===== config.mk =====
export PLATFORM = sky130hd
export DESIGN_NAME = pio_clock_div
export DESIGN_NICKNAME = d
export VERILOG_FILES = /design/src/design/pio_host_pkg.sv /design/src/design/pio_clock_div.sv
export SDC_FILE = /design/constraint.sdc
export NUM_CORES = 1
export LEC_CHECK = 0
export BUFFER_PORTS_ARGS = -buffer_cell sky130_fd_sc_hd__buf_4
export CORE_AREA = 2 2 52 54
export CTS_CLUSTER_DIAMETER = 120
export DETAILED_ROUTE_END_ITERATION = 10
export DIE_AREA = 0 0 54 56
export HOLD_SLACK_MARGIN = 0.05
export PLACE_DENSITY = 0.69
export SKIP_CTS_REPAIR_TIMING = 1
export SLEW_MARGIN = 20
export SYNTH_ARGS = -nofsm -noshare
export SYNTH_HDL_FRONTEND = slang
export SYNTH_SLANG_ARGS = --single-unit

===== constraint.sdc =====
create_clock -name clk -period 2.5 [get_ports clk]
set_clock_uncertainty 0.1 [all_clocks]
set_input_delay 0.5 -clock clk [delete_from_list [all_inputs] [get_ports clk]]
set_output_delay 0.5 -clock clk [all_outputs]
set_load 0.01 [all_outputs]

===== src/design/pio_host_pkg.sv =====
package pio_host_pkg;

  localparam int num_machines = 4;
  localparam int fifo_depth   = 4;                        // Power of two, pointers wrap freely
  localparam int fifo_ptr_w   = $clog2(fifo_depth);
  localparam int fifo_cnt_w   = $clog2(fifo_depth + 1);
  localparam int div_w        = 16;

  // Host action codes
  localparam logic [3:0] act_none  = 4'd0;
  localparam logic [3:0] act_instr = 4'd1;
  localparam logic [3:0] act_pend  = 4'd2;
  localparam logic [3:0] act_pull  = 4'd3;
  localparam logic [3:0] act_push  = 4'd4;
  localparam logic [3:0] act_grps  = 4'd5;
  localparam logic [3:0] act_en    = 4'd6;
  localparam logic [3:0] act_div   = 4'd7;
  localparam logic [3:0] act_irqc  = 4'd9;
  localparam logic [3:0] act_ipins = 4'd12;
  localparam logic [3:0] act_idirs = 4'd13;

  // PEND fields, 5 bits each, absolute addresses
  localparam int pend_lsb   = 0;
  localparam int pstart_lsb = 5;
  localparam int wrap_lsb   = 10;

  // GRPS fields
  localparam int grp_count_w       = 3;
  localparam int grp_base_w        = 5;
  localparam int grp_set_count_lsb = 0;
  localparam int grp_set_base_lsb  = 3;
  localparam int grp_out_count_lsb = 8;
  localparam int grp_out_base_lsb  = 11;
  localparam int grp_in_count_lsb  = 16;
  localparam int grp_in_base_lsb   = 19;

endpackage

===== src/design/pio_clock_div.sv =====
`timescale 1ns/10ps

module pio_clock_div import pio_host_pkg::*; (
  input  logic             clk,
  input  logic             reset,
  input  logic             en,
  input  logic [div_w-1:0] div,
  output logic             step
);

  logic [div_w-1:0] cnt;

  // Every cycle for div 0, else every div+1 cycles
  assign step = en && (cnt == '0);

  always_ff @(posedge clk) begin
    if (reset) begin
      cnt <= '0;
    end else if (!en || step) begin
      cnt <= div;                                         // Preload so first step is div+1 in
    end else begin
      cnt <= cnt - 1'b1;
    end
  end

endmodule


Word-level counts from Yosys, hierarchy flattened --
Index checks and enable logic that the tools add are counted.
Storage, ports and cells: register bits after elaboration 16, word-level logic and storage cells 7
Operators by class: mux-type cells 1, reductions and logical operators 4, add/sub/neg operators 1
Operators by type and width (number):
- $logic_not 16->1 | 1
- $mux 16 | 1
- $sub 16x1->16 const B | 1
- $logic_and 1x1->1 | 1
- $logic_not 1->1 | 1
- $logic_or 1x1->1 | 1

Longest topological paths before layout --
Gate-level depths: netlist of the first run.
word-level depth 4, gate-level depth with buffers 7

Least setup slack after synthesis of the first run --
Ideal clock, no wire load.
kind register to output, start register cnt[0], end output port step, slack 0.362 ns, data arrival time 1.538 ns, buffers on the path 0, stages on the path, launching flop included 6, data required time 1.900 ns, path through dfxtp_1 inv_1 ha_1 nor3b_2 nand3_1 nor4bb_1
On the way: cells in the longest elaborated chain, start to end 2
Ends and longest elaborated chain:
- from (decl) | line pio_clock_div.sv:11 | logic [div_w-1:0] cnt;
- from (signal assigned) | line pio_clock_div.sv:20 | cnt <= div;
- from (signal assigned) | line pio_clock_div.sv:22 | cnt <= cnt - 1'b1;
- $logic_not 16->1 | line pio_clock_div.sv:14 | assign step = en && (cnt == '0);
- $logic_and 1x1->1 | line pio_clock_div.sv:14
- to (decl) | line pio_clock_div.sv:8 | output logic step
Every way passes these cells.

Final worst setup path of the first run --
Same ends and word-level chain as after synthesis.

==> results of run 1 <==
## cells by family after synthesis
logic type      synth area share [%]
xor+xnor                       10.70
compound gates                 27.77
fa+ha+maj                      1.274
flops                          32.61
buf+inv                        3.822
simple gates                   23.82
## power groups by stage
stage / Combinational (W) / Sequential [W] / Clock (W)
after floorplan: 0.000139 / 0.000312 / 0
after global placement: 0.000191 / 0.000318 / 0
after detailed placement: 0.000194 / 0.000320 / 0
after CTS: 0.000195 / 0.000314 / 0.000142
after global routing: 0.000214 / 0.000319 / 0.000155
final: 0.000194 / 0.000315 / 0.000135
## cells in the mapped netlist, drive strengths merged
library cell   n
a211oi        12
a21bo          2
a21oi         16
a311oi         2
and2           1
buf            1
clkbuf         5
dfxtp         16
ha             1
inv            2
nand2          2
nand3          4
nand3b         1
nand4          4
nand4b         1
nor2           4
nor3           4
nor3b          1
nor4           5
nor4bb         1
o31ai          2
or3            1
or3b           1
or4            1
xnor2          6
xor2           6
## routing by layer
layer / GRT usage [%] / vias to the layer above / wire length, um
met5: 0 / - / 0
met4: 4.286 / 0 / 13
met3: 5.645 / 2 / 80
met2: 26.13 / 14 / 1023
met1: 21.02 / 413 / 1068
li1: - / 429 / -
## final timing paths
path,cells past startpoint,endpoint,slack [ns],start
min reg2reg,2,cnt[6],0.45,cnt[6]
max,6,step,0.24,cnt[0]
max reg2reg,7,cnt[3],0.51,cnt[0]
min,3,cnt[3],0.42,div[3]
## metrics by stage
step           hold slack [ns]  setup WS (ns)  utilization [%]  cells
2_1_floorplan           0.4035         0.3621                -    102
3_3_place_gp            0.4265         0.5941            47.79    149
3_5_place_dp            0.4384         0.4955            47.79    149
4_1_cts                 0.4091         0.2157            48.71    152
5_1_grt                 0.4068        0.09256            48.71    152
6_report                0.4178         0.2420            48.71    152
## worst max-delay path, stage by stage (launching register included)
cell	delay [ns]
dfxtp_1	0.34
inv_1	0.08
ha_1	0.18
nor3b_2	0.20
nand3_1	0.11
nor4bb_1	0.29
buf_4	0.17
## cell type report
type | count | area, um2
clock buffers | 3 | 22.52
fillers | 246 | 1247
inverters | 2 | 7.507
multi-input cells | 78 | 624.3
flip-flops and latches | 16 | 320.3
well taps | 30 | 37.54
repair buffers | 23 | 172.7
==> impl_metrics.csv, run 1 <==
group,metric,value,unit
synthesis,ys_ff_latch,16,
grt,grt_first_pass_wirelength,3732,um
worst_hold_path,hp-class,"in2reg",
sta,hold_violations,0,
outcome,outcome,"finished, final reports clean",
grt,antenna_found_initial,0,
sta,relSlewSlack,65.53,%
placement,placed_cell_area,0.001162,mm2
synthesis,yosys.area.top_type,"dfxtp_1",
power_and_ir_drop,sequentialPowerShare,48.8,%
synthesis,syn_area,982.2,um2
sta,rsz0062_at_grt,"false",
critical_path,critPathArrivalTime,1.66,ns
grt,grt_start_max_net_pins,23,
critical_path,critPathKind,"reg2out",
floorplanning,die_area,0.003024,mm2
cts,clock-sinks,16,
floorplanning,io_pins,20,
critical_path,cp_data_required_time,1.90,ns
grt,grt-ovfl-total,0,
final_layout,largest_reg_flops,16,
synthesis,synth-seq-area-share,32.61,%
cts,cts_root_buffer,"clkbuf_4",
final_layout,area_growth,20.64,%
floorplanning,core,0.002432,mm2
power_and_ir_drop,peakVddDrop,367.4,uV
final_layout,layout.nets,144,
grt,grt_usage,16.52,%
detailed_routing,via_per_inst,5.645,
sta,layout_min_cycle_time,2.258,ns
power_and_ir_drop,clkPwrFrac,21.0,%
cts,clkLatencyLatePin,0.28,ns
critical_path,critPathCaptureType,"primary output",
placement,portBuffers,19,
sta,maxSlewViolCount,0,
cts,cts_htree_levels,1,
detailed_routing,drtAntennaViolNets,0,
placement,gp_congestion,0.7624,
final_layout,final_common_cell,"buf_4",
grt,first_global_vias,856,
detailed_routing,first_pass_iters,4,
power_and_ir_drop,switching_share,32.42,%
synthesis,synth_area_leaders,"dfxtp_1 33%, a211oi_2 13%, a21oi_1 8.2%",
sta,setup_viol,0,
final_layout,final_area,0.001185,mm2
final_layout,antenna_cells,0,
synthesis,ys_warn_count,0,
sta,setup_tns,0,ns
detailed_routing,num_vias,858,
power_and_ir_drop,p_total,0.0006442,W
power_and_ir_drop,power.internal,0.0004354,W
synthesis,ys_types,31,
final_layout,reg_top3,"cnt (16)",
power_and_ir_drop,leakagePower,0.4307,nW
run,maxCapViolations,0,
power_and_ir_drop,combPwrFrac,30.2,%
synthesis,syn_area_per_cell,9.629,um2
power_and_ir_drop,switching_power,0.0002088,W
cts,cts.clk_slew.worst_paths,0.09,ns
placement,detailed_place_hpwl,1564,um
final_layout,layout_common_cells,"23 x buf_4, 16 x a21oi_1, 16 x dfxtp_1, 10 x a211oi_2",
sta,timing.final.crit_share,90.32,%
cts,cts_tree,"built",
final_layout,drive_above_1_share,35.25,%
sta,clock.fmax,0.4429,GHz
detailed_routing,drt_iter0_drc,19,
sta,tightest_slew,0.5123,ns
synthesis,syn_nets,122,
detailed_routing,wl_per_cell,14.38,um
cts,clk_path_buf_depth,2,
cts,cts_buffers,3,
detailed_routing,drc,0,
power_and_ir_drop,p_per_area,543.7,mW/mm2
critical_path,start_kind,"flop",
final_layout,top_register,"cnt",
synthesis,synth_cells,102,
detailed_routing,wl,2186,um
floorplanning,start_util,40.38,%
floorplanning,dieHeight,56,um
floorplanning,rows,18,
critical_path,worst-path-max-fanout,4,
synthesis,yosysTopAreaCellShare,32.61,%
floorplanning,die_x,54,um
Note: power is estimated with default switching activity, not from simulation.
==> inputs of run 2 (changes only) <==
--- a/config.mk
+++ b/config.mk
@@ -5,13 +5,13 @@
 export SDC_FILE = /design/constraint.sdc
 export NUM_CORES = 1
 export LEC_CHECK = 0
-export BUFFER_PORTS_ARGS = -buffer_cell sky130_fd_sc_hd__buf_4
+export BUFFER_PORTS_ARGS = -buffer_cell sky130_fd_sc_hd__buf_2
 export CORE_AREA = 2 2 52 54
 export CTS_CLUSTER_DIAMETER = 120
 export DETAILED_ROUTE_END_ITERATION = 10
 export DIE_AREA = 0 0 54 56
 export HOLD_SLACK_MARGIN = 0.05
-export PLACE_DENSITY = 0.69
+export PLACE_DENSITY = 0.7
 export SKIP_CTS_REPAIR_TIMING = 1
 export SLEW_MARGIN = 20
 export SYNTH_ARGS = -nofsm -noshare
==> impl_metrics.csv, run 2 (synthesis gave the netlist of run 1 again) <==
group,metric,value,unit
grt,grt_usage,16.90,%
detailed_routing,wl_per_cell,15.10,um
detailed_routing,first_pass_iters,4,
detailed_routing,num_vias,889,
final_layout,top_register,"cnt",
cts,clk_path_buf_depth,2,
final_layout,antenna_cells,0,
grt,grt_start_max_net_pins,22,
placement,portBuffers,19,
final_layout,nFillCells,233,
sta,relSlewSlack,61.23,%
sta,timing.final.crit_share,96.24,%
power_and_ir_drop,leakagePower,0.4321,nW
floorplanning,die_x,54,um
cts,cts.clk_slew.worst_paths,0.10,ns
placement,detailed_place_hpwl,1684,um
sta,hold_violations,0,
cts,cts_htree_levels,1,
cts,cts_buffers,3,
cts,cts_tree,"built",
critical_path,critPathArrivalTime,1.81,ns
floorplanning,start_util,40.38,%
power_and_ir_drop,peakVddDrop,248.7,uV
cts,cts_root_buffer,"clkbuf_4",
outcome,outcome,"finished, final reports clean",
critical_path,start_kind,"flop",
cts,clkLatencyLatePin,0.31,ns
grt,grt-ovfl-total,0,
final_layout,final_common_cell,"buf_2",
critical_path,worst-path-max-fanout,4,
final_layout,reg_top3,"cnt (16)",
floorplanning,die_area,0.003024,mm2
power_and_ir_drop,p_per_area,595.6,mW/mm2
floorplanning,dieHeight,56,um
placement,gp_congestion,0.7894,
grt,antenna_found_initial,0,
sta,rsz0062_at_grt,"false",
final_layout,largest_reg_flops,16,
placement,placed_cell_area,0.001107,mm2
floorplanning,rows,18,
sta,maxSlewViolCount,0,
detailed_routing,drtAntennaViolNets,0,
sta,layout_min_cycle_time,2.406,ns
detailed_routing,drc,0,
final_layout,area_growth,18.73,%
sta,setup_viol,0,
floorplanning,core,0.002432,mm2
sta,clock.fmax,0.4156,GHz
worst_hold_path,hp-class,"in2reg",
detailed_routing,wl,2341,um
final_layout,drive_above_1_share,36.80,%
cts,clock-sinks,16,
grt,grt_first_pass_wirelength,3753,um
detailed_routing,drt_iter0_drc,13,
grt,first_global_vias,871,
final_layout,final_area,0.001166,mm2
floorplanning,io_pins,20,
run,maxCapViolations,0,
final_layout,layout_common_cells,"19 x buf_2, 16 x a21oi_1, 16 x dfxtp_1, 10 x a211oi_2",
critical_path,critPathKind,"reg2out",
sta,tightest_slew,0.5768,ns
detailed_routing,via_per_inst,5.735,
critical_path,critPathCaptureType,"primary output",
critical_path,cp_data_required_time,1.90,ns
final_layout,layout.nets,146,
sta,setup_tns,0,ns
run 2: cell count changes in the layout (fill, tap and decap cells not counted):
| cell | delta |
|---|---|
| buf_2 | +19 |
| buf_4 | -17 |
| clkbuf_8 | +1 |
run 2: metrics by stage:
step	hold slack, ns	std cells	power [W]	util (%)	worst slack [ns]
2_1_floorplan	0.4035	102	0.0004508	-	0.3621
3_3_place_gp	0.4409	148	0.0004948	45.52	0.4453
3_5_place_dp	0.4547	148	0.0005017	45.52	0.4109
4_1_cts	0.3958	152	0.0006822	47.02	0.06972
5_1_grt	0.3928	155	0.0007238	47.94	0.01871
6_report	0.3844	155	0.0006945	47.94	0.09389
run 2: report_power, final:
| group | internal (W) | switching [W] |
|---|---|---|
| Combinational | 0.0000966 | 0.0000988 |
| Sequential | 0.000279 | 0.0000349 |
| Clock | 0.0000891 | 0.0000959 |
run 2: area by class of cell:
class	count	area (um2)	area share (%)
timing repair buffer	25	140.1	12.02
inverter	2	7.507	0.6438
clock buffer	4	36.28	3.112
multi-input combinational	78	624.3	53.54
tap	30	37.54	3.219
sequential	16	320.3	27.47
run 2: routing by layer:
metal  up-vias  track usage (%)  routed length (um)
met2        31            28.22                1184
met4         0            10.36                  59
met3         5            1.613                  96
met1       415            19.90                1000
li1        438                -                   -
met5         -                0                   0
run 2: critical path, stage by stage (launching register included):
cell	delay, ns
dfxtp_1	0.37
nor4_2	0.55
nor4bb_1	0.39
buf_2	0.19
run 2: final timing paths:
check	startpoint	end	slack (ns)	depth (start not counted)
worst max-delay path	cnt[12]	step	0.09	3
worst min-delay path	div[3]	cnt[3]	0.38	3
worst max register to register	cnt[12]	cnt[3]	0.49	4
worst min register to register	cnt[6]	cnt[6]	0.47	2
==> inputs of run 3 (changes only) <==
--- a/config.mk
+++ b/config.mk
@@ -6,12 +6,12 @@
 export NUM_CORES = 1
 export LEC_CHECK = 0
 export BUFFER_PORTS_ARGS = -buffer_cell sky130_fd_sc_hd__buf_2
-export CORE_AREA = 2 2 52 54
+export CORE_AREA = 2 2 50 52
 export CTS_CLUSTER_DIAMETER = 120
 export DETAILED_ROUTE_END_ITERATION = 10
-export DIE_AREA = 0 0 54 56
+export DIE_AREA = 0 0 52 54
 export HOLD_SLACK_MARGIN = 0.05
-export PLACE_DENSITY = 0.7
+export PLACE_DENSITY = 0.75
 export SKIP_CTS_REPAIR_TIMING = 1
 export SLEW_MARGIN = 20
 export SYNTH_ARGS = -nofsm -noshare
==> impl_metrics.csv, run 3 (synthesis gave the netlist of run 1 again) <==
group,metric,value,unit
cts,cts_tree,"built",
critical_path,worst-path-max-fanout,4,
grt,first_global_vias,774,
grt,gr-usage-met2,29.11,%
placement,portBuffers,19,
sta,relSlewSlack,65.14,%
floorplanning,die_x,52,um
sta,clock.fmax,0.4298,GHz
grt,grt_start_max_net_pins,22,
final_layout,nFillCells,219,
sta,maxSlewViolCount,0,
grt,grt_usage,16.66,%
sta,tightest_slew,0.5186,ns
final_layout,layout.nets,148,
final_layout,final_common_cell,"buf_2",
critical_path,critPathKind,"reg2out",
detailed_routing,drc,0,
final_layout,reg_top3,"cnt (16)",
floorplanning,start_util,42.34,%
final_layout,ff_latch_area,320.3,um2
sta,worst_slack,0.1732,ns
placement,detailed_place_hpwl,1621,um
detailed_routing,num_vias,898,
grt,grt_first_pass_wirelength,3443,um
final_layout,antenna_cells,0,
power_and_ir_drop,leakagePower,0.4418,nW
sta,hold_violations,0,
floorplanning,core,0.002320,mm2
power_and_ir_drop,peakVddDrop,290.3,uV
detailed_routing,first_pass_iters,4,
detailed_routing,drt_iter0_drc,18,
cts,clkLatencyLatePin,0.29,ns
final_layout,layout_common_cells,"19 x buf_2, 16 x a21oi_1, 16 x dfxtp_1, 10 x a211oi_2, 8 x buf_4",
critical_path,path_cells,"inv_1 -> ha_2 -> nor3b_4 -> nand3_1 -> nor4bb_1 -> buf_2",
final_layout,drive_above_1_share,38.58,%
cts,cts_buffers,3,
final_layout,postLayoutCoreUtil,51.29,%
critical_path,critPathCaptureType,"primary output",
grt,grt_use_met3,2.500,%
detailed_routing,wl_per_cell,14.97,um
floorplanning,dieHeight,54,um
sta,layout_min_cycle_time,2.327,ns
floorplanning,io_pins,20,
cts,cts_root_buffer,"clkbuf_4",
cts,cts_htree_levels,1,
placement,gp_congestion,0.7777,
grt,antenna_found_initial,0,
worst_hold_path,hp-class,"in2reg",
final_layout,area_growth,21.15,%
cts,clock-sinks,16,
critical_path,start_kind,"flop",
sta,timing.final.crit_share,93.07,%
power_and_ir_drop,p_per_area,581.2,mW/mm2
floorplanning,die_area,0.002808,mm2
detailed_routing,via_per_inst,5.720,
run,maxCapViolations,0,
final_layout,multi_input_area,633.1,um2
grt,grt-ovfl-total,0,
final_layout,top_register,"cnt",
critical_path,critPathSlowestCell,"dfxtp_1",
detailed_routing,drtAntennaViolNets,0,
critical_path,critPathArrivalTime,1.73,ns
grt,busiest_layer,"met2",
cts,cts.clk_slew.worst_paths,0.10,ns
outcome,outcome,"finished, final reports clean",
cts,clk_path_buf_depth,2,
critical_path,cpPeakStageDelay,0.35,ns
final_layout,largest_reg_flops,16,
sta,setup_viol,0,
critical_path,cp_data_required_time,1.90,ns
placement,dp_slack,0.4381,ns
floorplanning,rows,18,
grt,grt_use_met1,20.50,%
detailed_routing,wl,2351,um
==> run 3: cell count changes in the layout (fill, tap and decap cells not counted) <==
cell     before  now
buf_4         6    8
ha_1          1    0
ha_2          0    1
nor3b_2       1    0
nor3b_4       0    1
==> run 3: stage by stage <==
stage	instances	hold slack [ns]	total power [W]	setup TNS, ns	cell area, um2
2_1_floorplan	102	0.4035	0.0004508	0	982.2
3_3_place_gp	149	0.4240	0.0004928	0	1115
3_5_place_dp	149	0.4429	0.0005014	0	1115
4_1_cts	153	0.4047	0.0006735	0	1151
5_1_grt	157	0.4163	0.0007270	-0.001631	1190
6_report	157	0.4112	0.0006916	0	1190
==> run 3: final cells by class <==
cell class / count / share of cell area [%]
Tap cell: 30 / 3.155
Multi-Input combinational cell: 78 / 53.21
Sequential cell: 16 / 26.92
Timing Repair Buffer: 27 / 13.04
Inverter: 2 / 0.6309
Clock buffer: 4 / 3.049
==> run 3: worst max-delay path, delay by kind of cell, from the launching register on <==
kind | cells | cell delay (ns)
adder cells (fa/ha/maj) | 1 | 0.20
flip-flops | 1 | 0.35
AND/OR/NAND/NOR | 3 | 0.63
buffers and inverters | 2 | 0.26
==> run 3: worst paths after layout <==
kind | start | to | slack (ns) | cells after the start
worst max-delay path | cnt[0] | step | 0.17 | 6
worst min-delay path | div[15] | cnt[15] | 0.41 | 3
worst max register to register | cnt[0] | cnt[3] | 0.41 | 8
worst min register to register | cnt[3] | cnt[3] | 0.49 | 2
==> run 3: report_power, final <==
| part | leakage [nW] | internal (W) | switching [W] |
|---|---|---|---|
| clock network | 0.0210 | 0.0000887 | 0.0000845 |
| registers | 0.133 | 0.000279 | 0.0000366 |
| logic | 0.288 | 0.000102 | 0.000100 |
| total | 0.442 | 0.000470 | 0.000222 |
==> run 3: per-layer routing <==
| metal | part of all wire (%) | wire length [um] |
|---|---|---|
| met5 | 0 | 0 |
| met4 | 2.0 | 46 |
| met3 | 3.4 | 79 |
| met2 | 53 | 1246 |
| met1 | 42 | 979 |
