--- config.mk ---
export PLATFORM = sky130hd
export DESIGN_NAME = pio_fifo
export DESIGN_NICKNAME = d
export VERILOG_FILES = /design/src/design/pio_host_pkg.sv /design/src/design/pio_fifo.sv
export SDC_FILE = /design/constraint.sdc
export NUM_CORES = 1
export LEC_CHECK = 0
export BUFFER_PORTS_ARGS = -buffer_cell sky130_fd_sc_hd__buf_2
export CORE_MARGIN = 2
export CORE_UTILIZATION = 30
export DETAILED_ROUTE_END_ITERATION = 8
export PLACE_DENSITY = 0.46
export SETUP_SLACK_MARGIN = 0.3
export SKIP_LAST_GASP = 1
export SLEW_MARGIN = 0
export SYNTH_ARGS = -nofsm -noshare
export SYNTH_HDL_FRONTEND = slang
export SYNTH_SLANG_ARGS = --single-unit
--- constraint.sdc ---
create_clock -name clk -period 2.4 [get_ports clk]
set_input_delay 0.6 -clock clk [delete_from_list [all_inputs] [get_ports clk]]
set_output_delay 0.6 -clock clk [all_outputs]
set_load 0.05 [all_outputs]
--- src/design/pio_host_pkg.sv ---
package pio_host_pkg;

  localparam int num_machines = 4;
  localparam int fifo_depth   = 4;                        // Power of two, pointers wrap freely
  localparam int fifo_ptr_w   = $clog2(fifo_depth);
  localparam int fifo_cnt_w   = $clog2(fifo_depth + 1);
  localparam int div_w        = 16;

  // Host action codes
  localparam logic [3:0] act_none  = 4'd0;
  localparam logic [3:0] act_instr = 4'd1;
  localparam logic [3:0] act_pend  = 4'd2;
  localparam logic [3:0] act_pull  = 4'd3;
  localparam logic [3:0] act_push  = 4'd4;
  localparam logic [3:0] act_grps  = 4'd5;
  localparam logic [3:0] act_en    = 4'd6;
  localparam logic [3:0] act_div   = 4'd7;
  localparam logic [3:0] act_irqc  = 4'd9;
  localparam logic [3:0] act_ipins = 4'd12;
  localparam logic [3:0] act_idirs = 4'd13;

  // PEND fields, 5 bits each, absolute addresses
  localparam int pend_lsb   = 0;
  localparam int pstart_lsb = 5;
  localparam int wrap_lsb   = 10;

  // GRPS fields
  localparam int grp_count_w       = 3;
  localparam int grp_base_w        = 5;
  localparam int grp_set_count_lsb = 0;
  localparam int grp_set_base_lsb  = 3;
  localparam int grp_out_count_lsb = 8;
  localparam int grp_out_base_lsb  = 11;
  localparam int grp_in_count_lsb  = 16;
  localparam int grp_in_base_lsb   = 19;

endpackage
--- src/design/pio_fifo.sv ---
`timescale 1ns/10ps

module pio_fifo import pio_host_pkg::*; (
  input  logic        clk,
  input  logic        reset,
  input  logic        push,
  input  logic        pull,
  input  logic [31:0] din,
  output logic [31:0] dout,
  output logic        full,
  output logic        empty
);

  logic [31:0]           mem [fifo_depth];
  logic [fifo_ptr_w-1:0] rd_ptr;
  logic [fifo_ptr_w-1:0] wr_ptr;
  logic [fifo_cnt_w-1:0] count;
  logic                  do_push;
  logic                  do_pull;

  assign full    = (count == fifo_cnt_w'(fifo_depth));
  assign empty   = (count == '0);
  assign do_push = push && !full;                         // Push on full is dropped
  assign do_pull = pull && !empty;
  assign dout    = mem[rd_ptr];                           // Head word

  always_ff @(posedge clk) begin
    if (do_push) begin
      mem[wr_ptr] <= din;
    end
  end

  always_ff @(posedge clk) begin
    if (reset) begin
      rd_ptr <= '0;
      wr_ptr <= '0;
      count  <= '0;
    end else begin
      if (do_push) begin
        wr_ptr <= wr_ptr + 1'b1;
      end
      if (do_pull) begin
        rd_ptr <= rd_ptr + 1'b1;
      end
      if (do_push && !do_pull) begin
        count <= count + 1'b1;
      end else if (do_pull && !do_push) begin
        count <= count - 1'b1;
      end
    end
  end

endmodule

### Word level (Yosys, flattened, before mapping)

Memory sizes are Yosys's and may differ from the RTL's. A register that Yosys moved wholly into a read port is not among the register bits.
Index checks and enable logic that the tools add are counted.

| storage, ports and cells | value |
|---|---|
| register bits after elaboration | 7 |
| memory bits (writable) | 128 |
| bits of input ports | 36 |
| output and inout bits | 34 |
| logic and storage cells | 25 |
| memories kept | 1 |

Memories:

| name | depth | width | rd ports | clocked after Yosys merged registers in | wr ports | RTL line | text |
|---|---|---|---|---|---|---|---|
| mem | 4 | 32 | 1 | 1 | 1 | pio_fifo.sv:14 | `logic [31:0] mem [fifo_depth];` |

| operators by class | value |
|---|---|
| add/subtract/negate cells | 4 |
| equality and inequality tests | 1 |
| muxes and demuxes | 6 |
| reduce and logical (&&, ||, !) cells | 10 |

Operators with widths:

| operator | count |
|---|---|
| two-way mux 3 bit | 2 |
| adder 2 x 1 -> 2 bit (second input constant) | 2 |
| logical AND 1 bit | 4 |
| zero test 1 bit | 4 |
| two-way mux 2 bit | 2 |
| adder 3 x 1 -> 3 bit (second input constant) | 1 |
| equality test 3 bit (second input constant) | 1 |
| zero test 3 bit | 1 |
| subtractor 3 x 1 -> 3 bit (second input constant) | 1 |
| two-way mux 1 bit | 2 |
| nonzero test 2 bit | 1 |

### Longest topological paths before layout

Gate-level depths: netlist of the first run.

| depth | value |
|---|---|
| depth after elaboration | 7 |
| gate-level depth with buffers | 8 |
| depth with buffers taken out | 8 |

### Least setup slack after synthesis of the first run

No wires, ideal clock.

| timing path | value |
|---|---|
| path type | register -> register |
| start point | register count[2] |
| end point | register count[2] |
| setup time | 0.070 ns |
| data arrival time | 2.110 ns |
| required time | 2.330 ns |
| setup slack | 0.220 ns |
| stages on the path, launching flop included | 9 |
| buffers on the path | 0 |
| period minus slack after synthesis | 2.180 ns |
| cell sequence | dfxtp_1 nor3b_4 nor2_1 ha_1 inv_1 fa_1 xor2_1 or3_1 a21oi_1 |

| between the ends | value |
|---|---|
| longest elaborated chain between the ends | 6 |
| elaborated cells between the ends (all ways) | 15 |
| those cells by class | add/sub: 2; eq/ne: 1; mux: 2; reduce/logical: 10 |

Ends and longest elaborated chain:

| what | RTL line | text |
|---|---|---|
| from (decl) | pio_fifo.sv:17 | `logic [fifo_cnt_w-1:0] count;` |
| from (signal assigned) | pio_fifo.sv:46 | `count <= count + 1'b1;` |
| from (signal assigned) | pio_fifo.sv:48 | `count <= count - 1'b1;` |
| equality test 3 bit * | pio_fifo.sv:21 | `assign full = (count == fifo_cnt_w'(fifo_depth));` |
| net full | pio_fifo.sv:10 | `output logic full,` |
| zero test 1 bit * | pio_fifo.sv:23 | `assign do_push = push && !full;` |
| logical AND 1 bit * | pio_fifo.sv:23 |  |
| net do_push | pio_fifo.sv:18 | `logic do_push;` |
| zero test 1 bit | pio_fifo.sv:47 | `end else if (do_pull && !do_push) begin` |
| logical AND 1 bit | pio_fifo.sv:47 |  |
| nonzero test 2 bit (no source line) | -- |  |

The timed path passes the listed nets; every way through them passes the cells marked *. The select of a mux whose other input is x is not followed.
A chain may end at the register's enable or synchronous reset.

==> summary.md, run 1 <==
| Metric | Value |
|---|---|
| Die ar. | between 0.015 and 0.02 mm^2 |
| WP data arrival | about 1.7 ns |
| Fin Clk Skew | between 0.01 and 0.015 ns |
| PwrDens | 1244 mW/mm^2 |
| Worst vdd ir | 0.6474 mV |
| Most frequent cells in the layout | 128 x edfxtp_1, 39 x buf_4, 37 x buf_2, 31 x mux4_2, 17 x clkbuf_16 |
| Hold WC Path Type | input port to flop |
| Fin nets | approximately 350 |
| Num CTS Buffers | 17 |
| Critical setup path kind | flop to output pin |
| Simple-Gate Fraction of Synth Area | 0.01877 |
| Routability congestion estimate | 0.6292 |
| Post-DR wirelength/cell | roughly 18 um |
| Fin. Hold Viols | 0 |
| PortBufs | between 60 and 70 |
| 1st-pass router iterations | 4 |
| Layout cell share with drive strength beyond 1 | 0.4673 |
| Synth warn | 0 |
| Hold_ws | between 0.4 and 0.5 ns |
| Gr usage total | 0.1143 |
| Initial antenna violation count | 0 |
| Worst setup SP type | flop |
| Post-Layout Cell Count | between 500 and 600 |
| Status | finished clean |
| CP endpoint kind | output pin |
| Mapped Area | 0.005132 mm^2 |
| Clock Tree Root | clkbuf_16 |
| Reg clk slew, reported paths | ~0.060 ns |
| Register Area | 0.004033 mm^2 |
| Vias in the first global route | roughly 2,600 |
| Die extent in x | about 130 um |
| Die Y | ~130 um |
| Final HPWL DP | 5831 um |
| Slew HR | 0.7917 |
| Worst r2r src | count[0] |
| Yosys cell types | 23 |
| Final instance area | 0.006504 mm^2 |
| Seq/Total Area, Yosys | 0.7840 |
| Fin crit share | 0.9687 |
| Max Fclk | around 430 MHz |
| Cell count after placement | roughly 510 |
| Remaining antenna violation count | 0 |
| H-Tree Level Count | 4 |
| Via density | between 4 and 5 |
| Placed Area | 0.005801 mm^2 |
| Synth Register Bits | around 140 |
| Worst path required time | around 1.8 ns |
| Min-Delay Startpoint | din[11] |
| CTS tree | done |
| XOR/XNOR share of the synthesized area | 0.006826 |
| Final Power | ~8.1 mW |
| Cell Chain, Critical Path | buf_12, mux4_1, buf_4 |
| DRT iter0 DRCs | approximately 120 |
| Area growth from synthesis to layout | 26.72% |
| Effective utilization at floorplan | 0.3084 |
| Compound-gate portion of the synthesized area | 0.008045 |
| Number of max-cap violations | 0 |
| CP Max Fanout | 11 |
| Core ar. | 0.01664 mm^2 |
| Drt drc | 0 |
| Avg Cell Area, Syn | around 24 um^2 |
| Largest net degree at the start of global routing | 33 |
| Synthesized net count | 257 |
| N_diodes | 0 |
| Worst-Skew Late Latency | 0.41 ns |
| Cts hold-fix bufs | 0 |
| RSZ-0062 raised after global routing | yes |
| Num ports | 70 |
| P_leak | 2.222 nW |
| Setup violations, final | 0 |
| CTS Sinks | approximately 140 |
| Post-synthesis adder-cell area fraction | 0.01609 |
| Critical-path top delay cell | mux4_1 |
| # rows | between 40 and 50 |
| Largest delay share family, worst path | multiplexers |
| Crit path largest cell delay | between 0.5 and 0.6 ns |
| Main combinational cell family by area after synthesis | multiplexers |
| Via count | ~2,400 |
| Total grt overflow | 0 |
| Post-Syn Instances | between 200 and 250 |
| Filler cell count | 1,517 |
| CTS Buffer Depth | 2 |
| Min Tclk post-route | 2.325 ns |
| Worst path bufs/invs | 2 |
| Multi-input combinational cell area | 0.001018 mm^2 |
| Mux cell area share after synthesis | 0.1458 |
| Final wirelength | between 9000 and 10,000 um |
| First-pass GRT wire length | approximately 15,000 um |
| Slew Limit Fails | 0 |
| Slew @ Worst Pin | between 0.3 and 0.4 ns |
| Most common cell after layout, fill and taps aside | edfxtp_1 |
## area by class of cell
| cell class | instances | area share |
|---|---|---|
| Sequential cell | 137 | 0.6200 |
| Multi-Input combinational cell | 66 | 0.1566 |
| Timing Repair Buffer | 83 | 0.09157 |
| Clock buffer | 21 | 0.06772 |
| Tap cell | 220 | 0.04232 |
| Clock inverter | 10 | 0.01943 |
| Inverter | 4 | 0.002309 |
## synth_stat cells
cell / count / share of area
o21ai_0: 2 / 0.0020
fa_1: 1 / 0.0039
or3_1: 2 / 0.0024
mux4_2: 30 / 0.13
buf_6: 1 / 0.0022
buf_12: 3 / 0.012
mux4_1: 2 / 0.010
nor2_1: 6 / 0.0044
nor3_1: 1 / 0.00097
a21oi_1: 2 / 0.0020
o311ai_1: 1 / 0.0017
o31ai_2: 1 / 0.0024
nor3b_4: 1 / 0.0037
and2_1: 4 / 0.0049
buf_2: 3 / 0.0029
mux2i_1: 2 / 0.0039
xor2_1: 4 / 0.0068
inv_1: 4 / 0.0029
dfxtp_1: 9 / 0.035
edfxtp_1: 128 / 0.75
clkbuf_1: 1 / 0.00073
ha_1: 5 / 0.012
nand2b_1: 2 / 0.0024
## flip-flops by register name, summed over array words and instances, names as in the netlist, named ones only
| signal | cells |
|---|---|
| mem | 128 |
| rd_ptr | 2 |
| wr_ptr | 2 |
| count | 3 |
## cells by family after synthesis
kind of cell,count (synthesis)
flip-flops,137
adder cells (fa/ha/maj),6
AND/OR/NAND/NOR,16
multiplexers,34
XOR/XNOR,4
AO/OA/AOI/OAI,6
buffers and inverters,12
## report_power, final
group / switching, mW / internal (mW) / leakage, nW
combinational: 1.60 / 0.976 / 0.702
clock: 0.899 / 1.61 / 0.271
sequential: 0.117 / 2.89 / 1.25
## per-layer routing
| metal | share of wire | global-route usage |
|---|---|---|
| met1 | 0.44 | 0.1375 |
| met2 | 0.49 | 0.1842 |
| met3 | 0.056 | 0.05030 |
| met4 | 0.0090 | 0.03860 |
| met5 | 0 | 0 |
## what timing repair did
| action | in CTS | in global routing |
|---|---|---|
| endpoints found under the setup margin | 32 | 34 |
| gates cloned | 0 | 0 |
| buffers inserted | 1 | 0 |
| gates resized for setup | 44 | 2 |
## final timing paths
path	endpoint	slack, ns	cells after the start
worst max-delay path	dout[16]	0.08	3
worst min-delay path	mem[3][11]	0.41	1
worst max register to register	count[2]	0.41	8
worst min register to register	wr_ptr[1]	0.51	2
## through the flow
stage	worst slack [ns]	setup TNS (ns)	util
2_1_floorplan	0.3125	0	-
5_1_grt	-0.01572	-0.02000	0.3908
6_report	0.07516	0	0.3908
4_1_cts	0.03876	0	0.3902
3_3_place_gp	0.2883	0	0.3485
3_5_place_dp	0.2540	0	0.3485
Note: power is estimated with default switching activity, not from simulation.
==> inputs of run 2 (changes only) <==
PLACE_DENSITY = 0.48   (was 0.46)
RECOVER_POWER = 50   (was not set)
clock period = 2.1 ns   (was 2.4 ns; I/O delays follow)
==> summary.md, run 2 (same netlist as run 1, synthesis figures left out) <==
| Metric | Value |
|---|---|
| Reg clk slew, reported paths | 0.06 ns (about the same) |
| Largest net degree at the start of global routing | 33 (unchanged) |
| GR Util met2 | 0.1850 (+0.0008460) |
| Failing checks | setup timing |
| Via count | 2,398 (+0.21%) |
| Post-route core utilization | 0.3959 (+0.005112) |
| Num CTS Buffers | 17 (unchanged) |
| Crit path largest cell delay | 0.55 ns (about the same) |
| Gr busiest metal | met2 |
| Final Power | 9.362 mW (+16%) |
| Number of flip-flops in the largest register | 128 (unchanged) |
| 1st-pass router iterations | 4 (unchanged) |
| CP Max Fanout | 12 (+1) |
| Slew @ Worst Pin | 0.5308 ns (+0.2232 ns) |
| Setup slack, reg-to-reg | 0.03 ns (-0.38 ns) |
| Fin nets | 358 (+2.0%) |
| Worst path required time | 1.57 ns (-0.23 ns) |
| Fin Clk Skew | 0.006140 ns (-0.005379 ns) |
| CTS tree | done |
| PwrDens | 1421 mW/mm^2 (+14%) |
| # rows | 47 (unchanged) |
| Fin. Hold Viols | 0 (unchanged) |
| Placed Area | 0.005842 mm^2 (+0.71%) |
| Most frequent cells in the layout | 128 x edfxtp_1, 33 x clkbuf_1, 32 x buf_4, 30 x mux4_2, 17 x clkbuf_16 |
| GR Util met3 | 0.03941 (-0.01089) |
| Max Fclk | 441.1 MHz |
| Number of max-cap violations | 0 (unchanged) |
| Worst vdd ir | 0.5825 mV (-10%) |
| Post-Layout Cell Count | 549 (+1.5%) |
| Filler cell count | 1,530 (+0.86%) |
| Top Registers | mem: 128 flops, count: 3 flops |
| Post-DR wirelength/cell | 17.09 um (-3.6%) |
| Remaining antenna violation count | 0 (unchanged) |
| Cell Chain, Critical Path | buf_12, mux4_1, buf_4 |
| Routability congestion estimate | 0.6655 (+5.8%) |
| DRT iter0 DRCs | 93 (-24%) |
| Register bank with the most flops | mem |
| PortBufs | 69 (unchanged) |
| Area growth from synthesis to layout | 28.38% |
| Setup violations, final | 32 (+32) |
| Most common cell after layout, fill and taps aside | edfxtp_1 |
| Multi-input combinational cell area | 999.7 um^2 (-1.8%) |
| Die ar. | 0.01817 mm^2 (unchanged) |
| Slew Limit Fails | 0 (unchanged) |
| Final HPWL DP | 5691 um (-2.4%) |
| Worst-Skew Late Latency | 0.41 ns (about the same) |
| Min Tclk post-route | about 2.3 ns |
| H-Tree Level Count | 4 (unchanged) |
| P_leak | 2.190 nW (-1.4%) |
| Via density | 4.368 (-1.3%) |
| Drt drc | 0 (unchanged) |
| RSZ-0062 raised after global routing | yes |
| First-pass GRT wire length | 14,950 um (+1.9%) |
| Register Area | 0.004036 mm^2 (about the same) |
| Die Y | 134.8 um (unchanged) |
| Clock Tree Root | clkbuf_16 |
| Num ports | 70 (unchanged) |
| Layout cell share with drive strength beyond 1 | 0.3830 (-0.08431) |
| Worst setup SP type | flop |
| Critical-path top delay cell | mux4_1 |
| Met1 GRT Util | 0.1402 (+0.002695) |
| Hold_ws | 0.3750 ns (-0.03239 ns) |
| Setup slack after layout | -0.1669 ns (-0.2421 ns) |
| N_diodes | 0 (unchanged) |
| Effective utilization at floorplan | 0.3084 (unchanged) |
| Status | complete, but fails checks |
| CTS Sinks | 137 (unchanged) |
| Fin crit share | 1.079 |
| WP data arrival | 1.74 ns (+0.02 ns) |
| Core ar. | 0.01664 mm^2 (unchanged) |
| Cell count after placement | 509 (unchanged) |
| CTS Buffer Depth | 2 (unchanged) |
| Hold WC Path Type | input port to flop |
| Final instance area | 0.006589 mm^2 (+1.3%) |
| Total grt overflow | 0 (unchanged) |
| Vias in the first global route | 2,582 (+0.78%) |
| Gr usage total | 0.1145 (+0.0002184) |
| Initial antenna violation count | 0 (unchanged) |
| Slew HR | 0.6454 (-0.1463) |
| Die extent in x | 134.8 um (unchanged) |
| Critical setup path kind | flop to output pin |
| Final wirelength | 9382 um (-2.2%) |
| CP endpoint kind | output pin |
## run 2: stage by stage
step,setup slack (ns),TNS (ns)
final,-0.1669,-3.824
after global routing,-0.2615,-6.352
after CTS,-0.2194,-5.227
after detailed placement,0.04300,0
after global placement,0.06454,0
after floorplan,0.04547,0
## run 2: layout make-up
cell class / count / area share
Clock buffer: 18 / 0.06513
Clock inverter: 14 / 0.01975
Inverter: 4 / 0.002279
Multi-Input combinational cell: 66 / 0.1517
Sequential cell: 137 / 0.6126
Tap cell: 220 / 0.04178
Timing Repair Buffer: 90 / 0.1067
## run 2: where the power goes
| part | switching [mW] | internal, mW |
|---|---|---|
| logic | 1.87 | 1.29 |
| registers | 0.114 | 3.30 |
| clock network | 1.07 | 1.73 |
| total | 3.05 | 6.31 |
## run 2: final timing paths
check	start	end	cells past startpoint
worst max register to register	count[0]	count[2]	7
worst max-delay path	flop	dout[25]	3
worst min-delay path	din[4]	mem[0][4]	1
worst min register to register	wr_ptr[1]	wr_ptr[1]	2
## run 2: what timing repair did
| action | 4_1_cts | 5_1_grt |
|---|---|---|
| pin swaps | 5 | 0 |
| setup endpoints to repair | 34 | 36 |
| cloned | 1 | 0 |
| gates resized for setup | 54 | 4 |
| buffers inserted | 5 | 2 |
| hold buffers | 0 | 0 |
## run 2: critical path, delay by kind of cell (launching register included)
family	cells	cell delay, ns
flip-flops	1	0.40
multiplexers	1	0.55
buffers and inverters	2	0.38
## run 2: metal layers
| metal | share of wire | wire [um] |
|---|---|---|
| met3 | 0.053 | 493 |
| met5 | 0 | 0 |
| met2 | 0.50 | 4714 |
| met4 | 0.017 | 164 |
| met1 | 0.43 | 4009 |
==> inputs of run 3 (changes only) <==
BUFFER_PORTS_ARGS = -buffer_cell sky130_fd_sc_hd__buf_4   (was -buffer_cell sky130_fd_sc_hd__buf_2)
==> summary.md, run 3 (same netlist as run 1, synthesis figures left out) <==
| Metric | Value |
|---|---|
| Status | complete, but fails checks |
| Failing checks | setup timing |
| Via density | 4.419 (+1.2%) |
| Drt drc | 0 (unchanged) |
| Critical setup path kind | flop to output pin |
| Post-DR wirelength/cell | 17.89 um (+4.7%) |
| Fin. Hold Viols | 0 (unchanged) |
| Remaining antenna violation count | 0 (unchanged) |
| Total grt overflow | 0 (unchanged) |
| Seq pwr share | 0.368 (+0.003) |
| Effective utilization at floorplan | 0.3084 (unchanged) |
| Slew @ Worst Pin | 0.4637 ns (-0.06710 ns) |
| Comb pwr share | 0.348 (+0.011) |
| 1st-pass router iterations | 4 (unchanged) |
| Hold_ws | 0.3387 ns (-0.03623 ns) |
| Num CTS Buffers | 17 (unchanged) |
| H-Tree Level Count | 4 (unchanged) |
| N_diodes | 0 (unchanged) |
| CTS Buffer Depth | 2 (unchanged) |
| Slew Limit Fails | 0 (unchanged) |
| # rows | 47 (unchanged) |
| Internal power component | 6.248 mW (-1.1%) |
| Area growth from synthesis to layout | 28.55% |
| Final wirelength | 9785 um (+4.3%) |
| Final HPWL DP | 5764 um (+1.3%) |
| DRT iter0 DRCs | 65 (-30%) |
| First-pass GRT wire length | 14,930 um (about the same) |
| Max Fclk | 441.9 MHz (+0.18%) |
| Reg clk slew, reported paths | 0.05 ns (about the same) |
| Cts hold-fix bufs | 0 (unchanged) |
| Most frequent cells in the layout | 128 x edfxtp_1, 36 x clkbuf_1, 32 x mux4_2, 26 x buf_6, 23 x buf_4 |
| Slew HR | 0.6869 (+0.04157) |
| Worst-Skew Late Latency | 0.41 ns (about the same) |
| Hold WC Path Type | input port to flop |
| Worst setup SP type | flop |
| Fin nets | 356 (-0.56%) |
| Clock Tree Root | clkbuf_16 |
| Setup slack, reg-to-reg | 0.05 ns (+0.02 ns) |
| Num ports | 70 (unchanged) |
| Number of max-cap violations | 0 (unchanged) |
| WP data arrival | 1.74 ns (about the same) |
| Worst vdd ir | 0.5570 mV (-4.4%) |
| Fin crit share | 1.078 (-0.001945) |
| Min Tclk post-route | 2.263 ns (-0.004084 ns) |
| Switching share of total power | 0.3297 (+0.004256) |
| Core ar. | 0.01664 mm^2 (unchanged) |
| Layout cell share with drive strength beyond 1 | 0.3823 (-0.0007157) |
| Setup violations, final | 32 (unchanged) |
| Filler cell count | 1,493 (-2.4%) |
| Gr usage total | 0.1149 (+0.0003935) |
| Worst path required time | 1.57 ns (about the same) |
| Most common cell after layout, fill and taps aside | edfxtp_1 |
| Clock network power share | 0.284 (-0.014) |
| PwrDens | 1413 mW/mm^2 (-0.57%) |
| Die Y | 134.8 um (unchanged) |
| Register bank with the most flops | mem |
| PortBufs | 69 (unchanged) |
| CTS Sinks | 137 (unchanged) |
| Setup slack after layout | -0.1628 ns (+0.004084 ns) |
| Top Registers | mem: 128 flops, count: 3 flops |
| Via count | 2,417 (+0.79%) |
| Routability congestion estimate | 0.6841 (+2.8%) |
| Fin Clk Skew | 0.005653 ns (-0.0004870 ns) |
| Die ar. | 0.01817 mm^2 (unchanged) |
| Vias in the first global route | 2,630 (+1.9%) |
| Die extent in x | 134.8 um (unchanged) |
| Final Power | 9.321 mW (-0.43%) |
| P_leak | 2.179 nW (-0.50%) |
| Largest net degree at the start of global routing | 33 (unchanged) |
| CTS tree | done |
| R2R depth | 7 (unchanged) |
| CP Max Fanout | 9 (-3) |
| CP endpoint kind | output pin |
| RSZ-0062 raised after global routing | yes |
| Number of flip-flops in the largest register | 128 (unchanged) |
| Sw power | 3.074 mW (+0.87%) |
| Initial antenna violation count | 0 (unchanged) |
| Hold depth | 2 (+1) |
## run 3: layer usage
metal  vias up  share of wire  GRT usage
met4         0          0.016    0.04561
met1      1260           0.44     0.1378
met5         -              0          0
met2        54           0.50     0.1861
met3        13          0.046    0.04580
li1       1090              -          -
## run 3: final timing paths
| kind | startpoint | endpoint |
|---|---|---|
| worst max register to register | count[0] | count[2] |
| worst min-delay path | reset | count[2] |
| worst min register to register | wr_ptr[1] | wr_ptr[1] |
| worst max-delay path | flop | dout[27] |
## run 3: final cells by class
class	count	area, um^2	area share
inverter	4	15.01	0.002276
clock buffer	21	440.4	0.06676
tap	220	275.3	0.04172
sequential	137	4033	0.6112
timing repair buffer	88	735.7	0.1115
clock inverter	11	80.08	0.01214
multi-input combinational	66	1018	0.1544
## run 3: what timing repair did
action                     CTS  global route
setup endpoints to repair   34            35
gates cloned                 0             2
setup buffers                3             2
resized for setup            4            32
pin swaps                    4             3
## run 3: power groups by stage
stage          Combinational [mW]  Clock [mW]  Sequential (mW)
2_1_floorplan                2.20           0             3.43
3_3_place_gp                 2.98           0             3.46
3_5_place_dp                 2.99           0             3.47
4_1_cts                      3.04        2.72             3.42
5_1_grt                      3.44        2.86             3.46
6_report                     3.24        2.64             3.43
## run 3: stage by stage
step	cell area (um^2)	setup slack (ns)	setup TNS [ns]	std cells	utilization
global placement	6007	0.06496	0	508	0.3610
detailed placement	6007	0.02843	0	508	0.3610
CTS	6568	-0.2289	-5.606	543	0.3946
floorplan	5149	0.04547	0	215	-
finish	6598	-0.1628	-4.249	547	0.3964
global route	6598	-0.2290	-6.542	547	0.3964
## run 3: critical path: stages (launching register included)
cell	delay [ns]
dfxtp_4	0.42
buf_12	0.17
mux4_2	0.52
buf_4	0.21
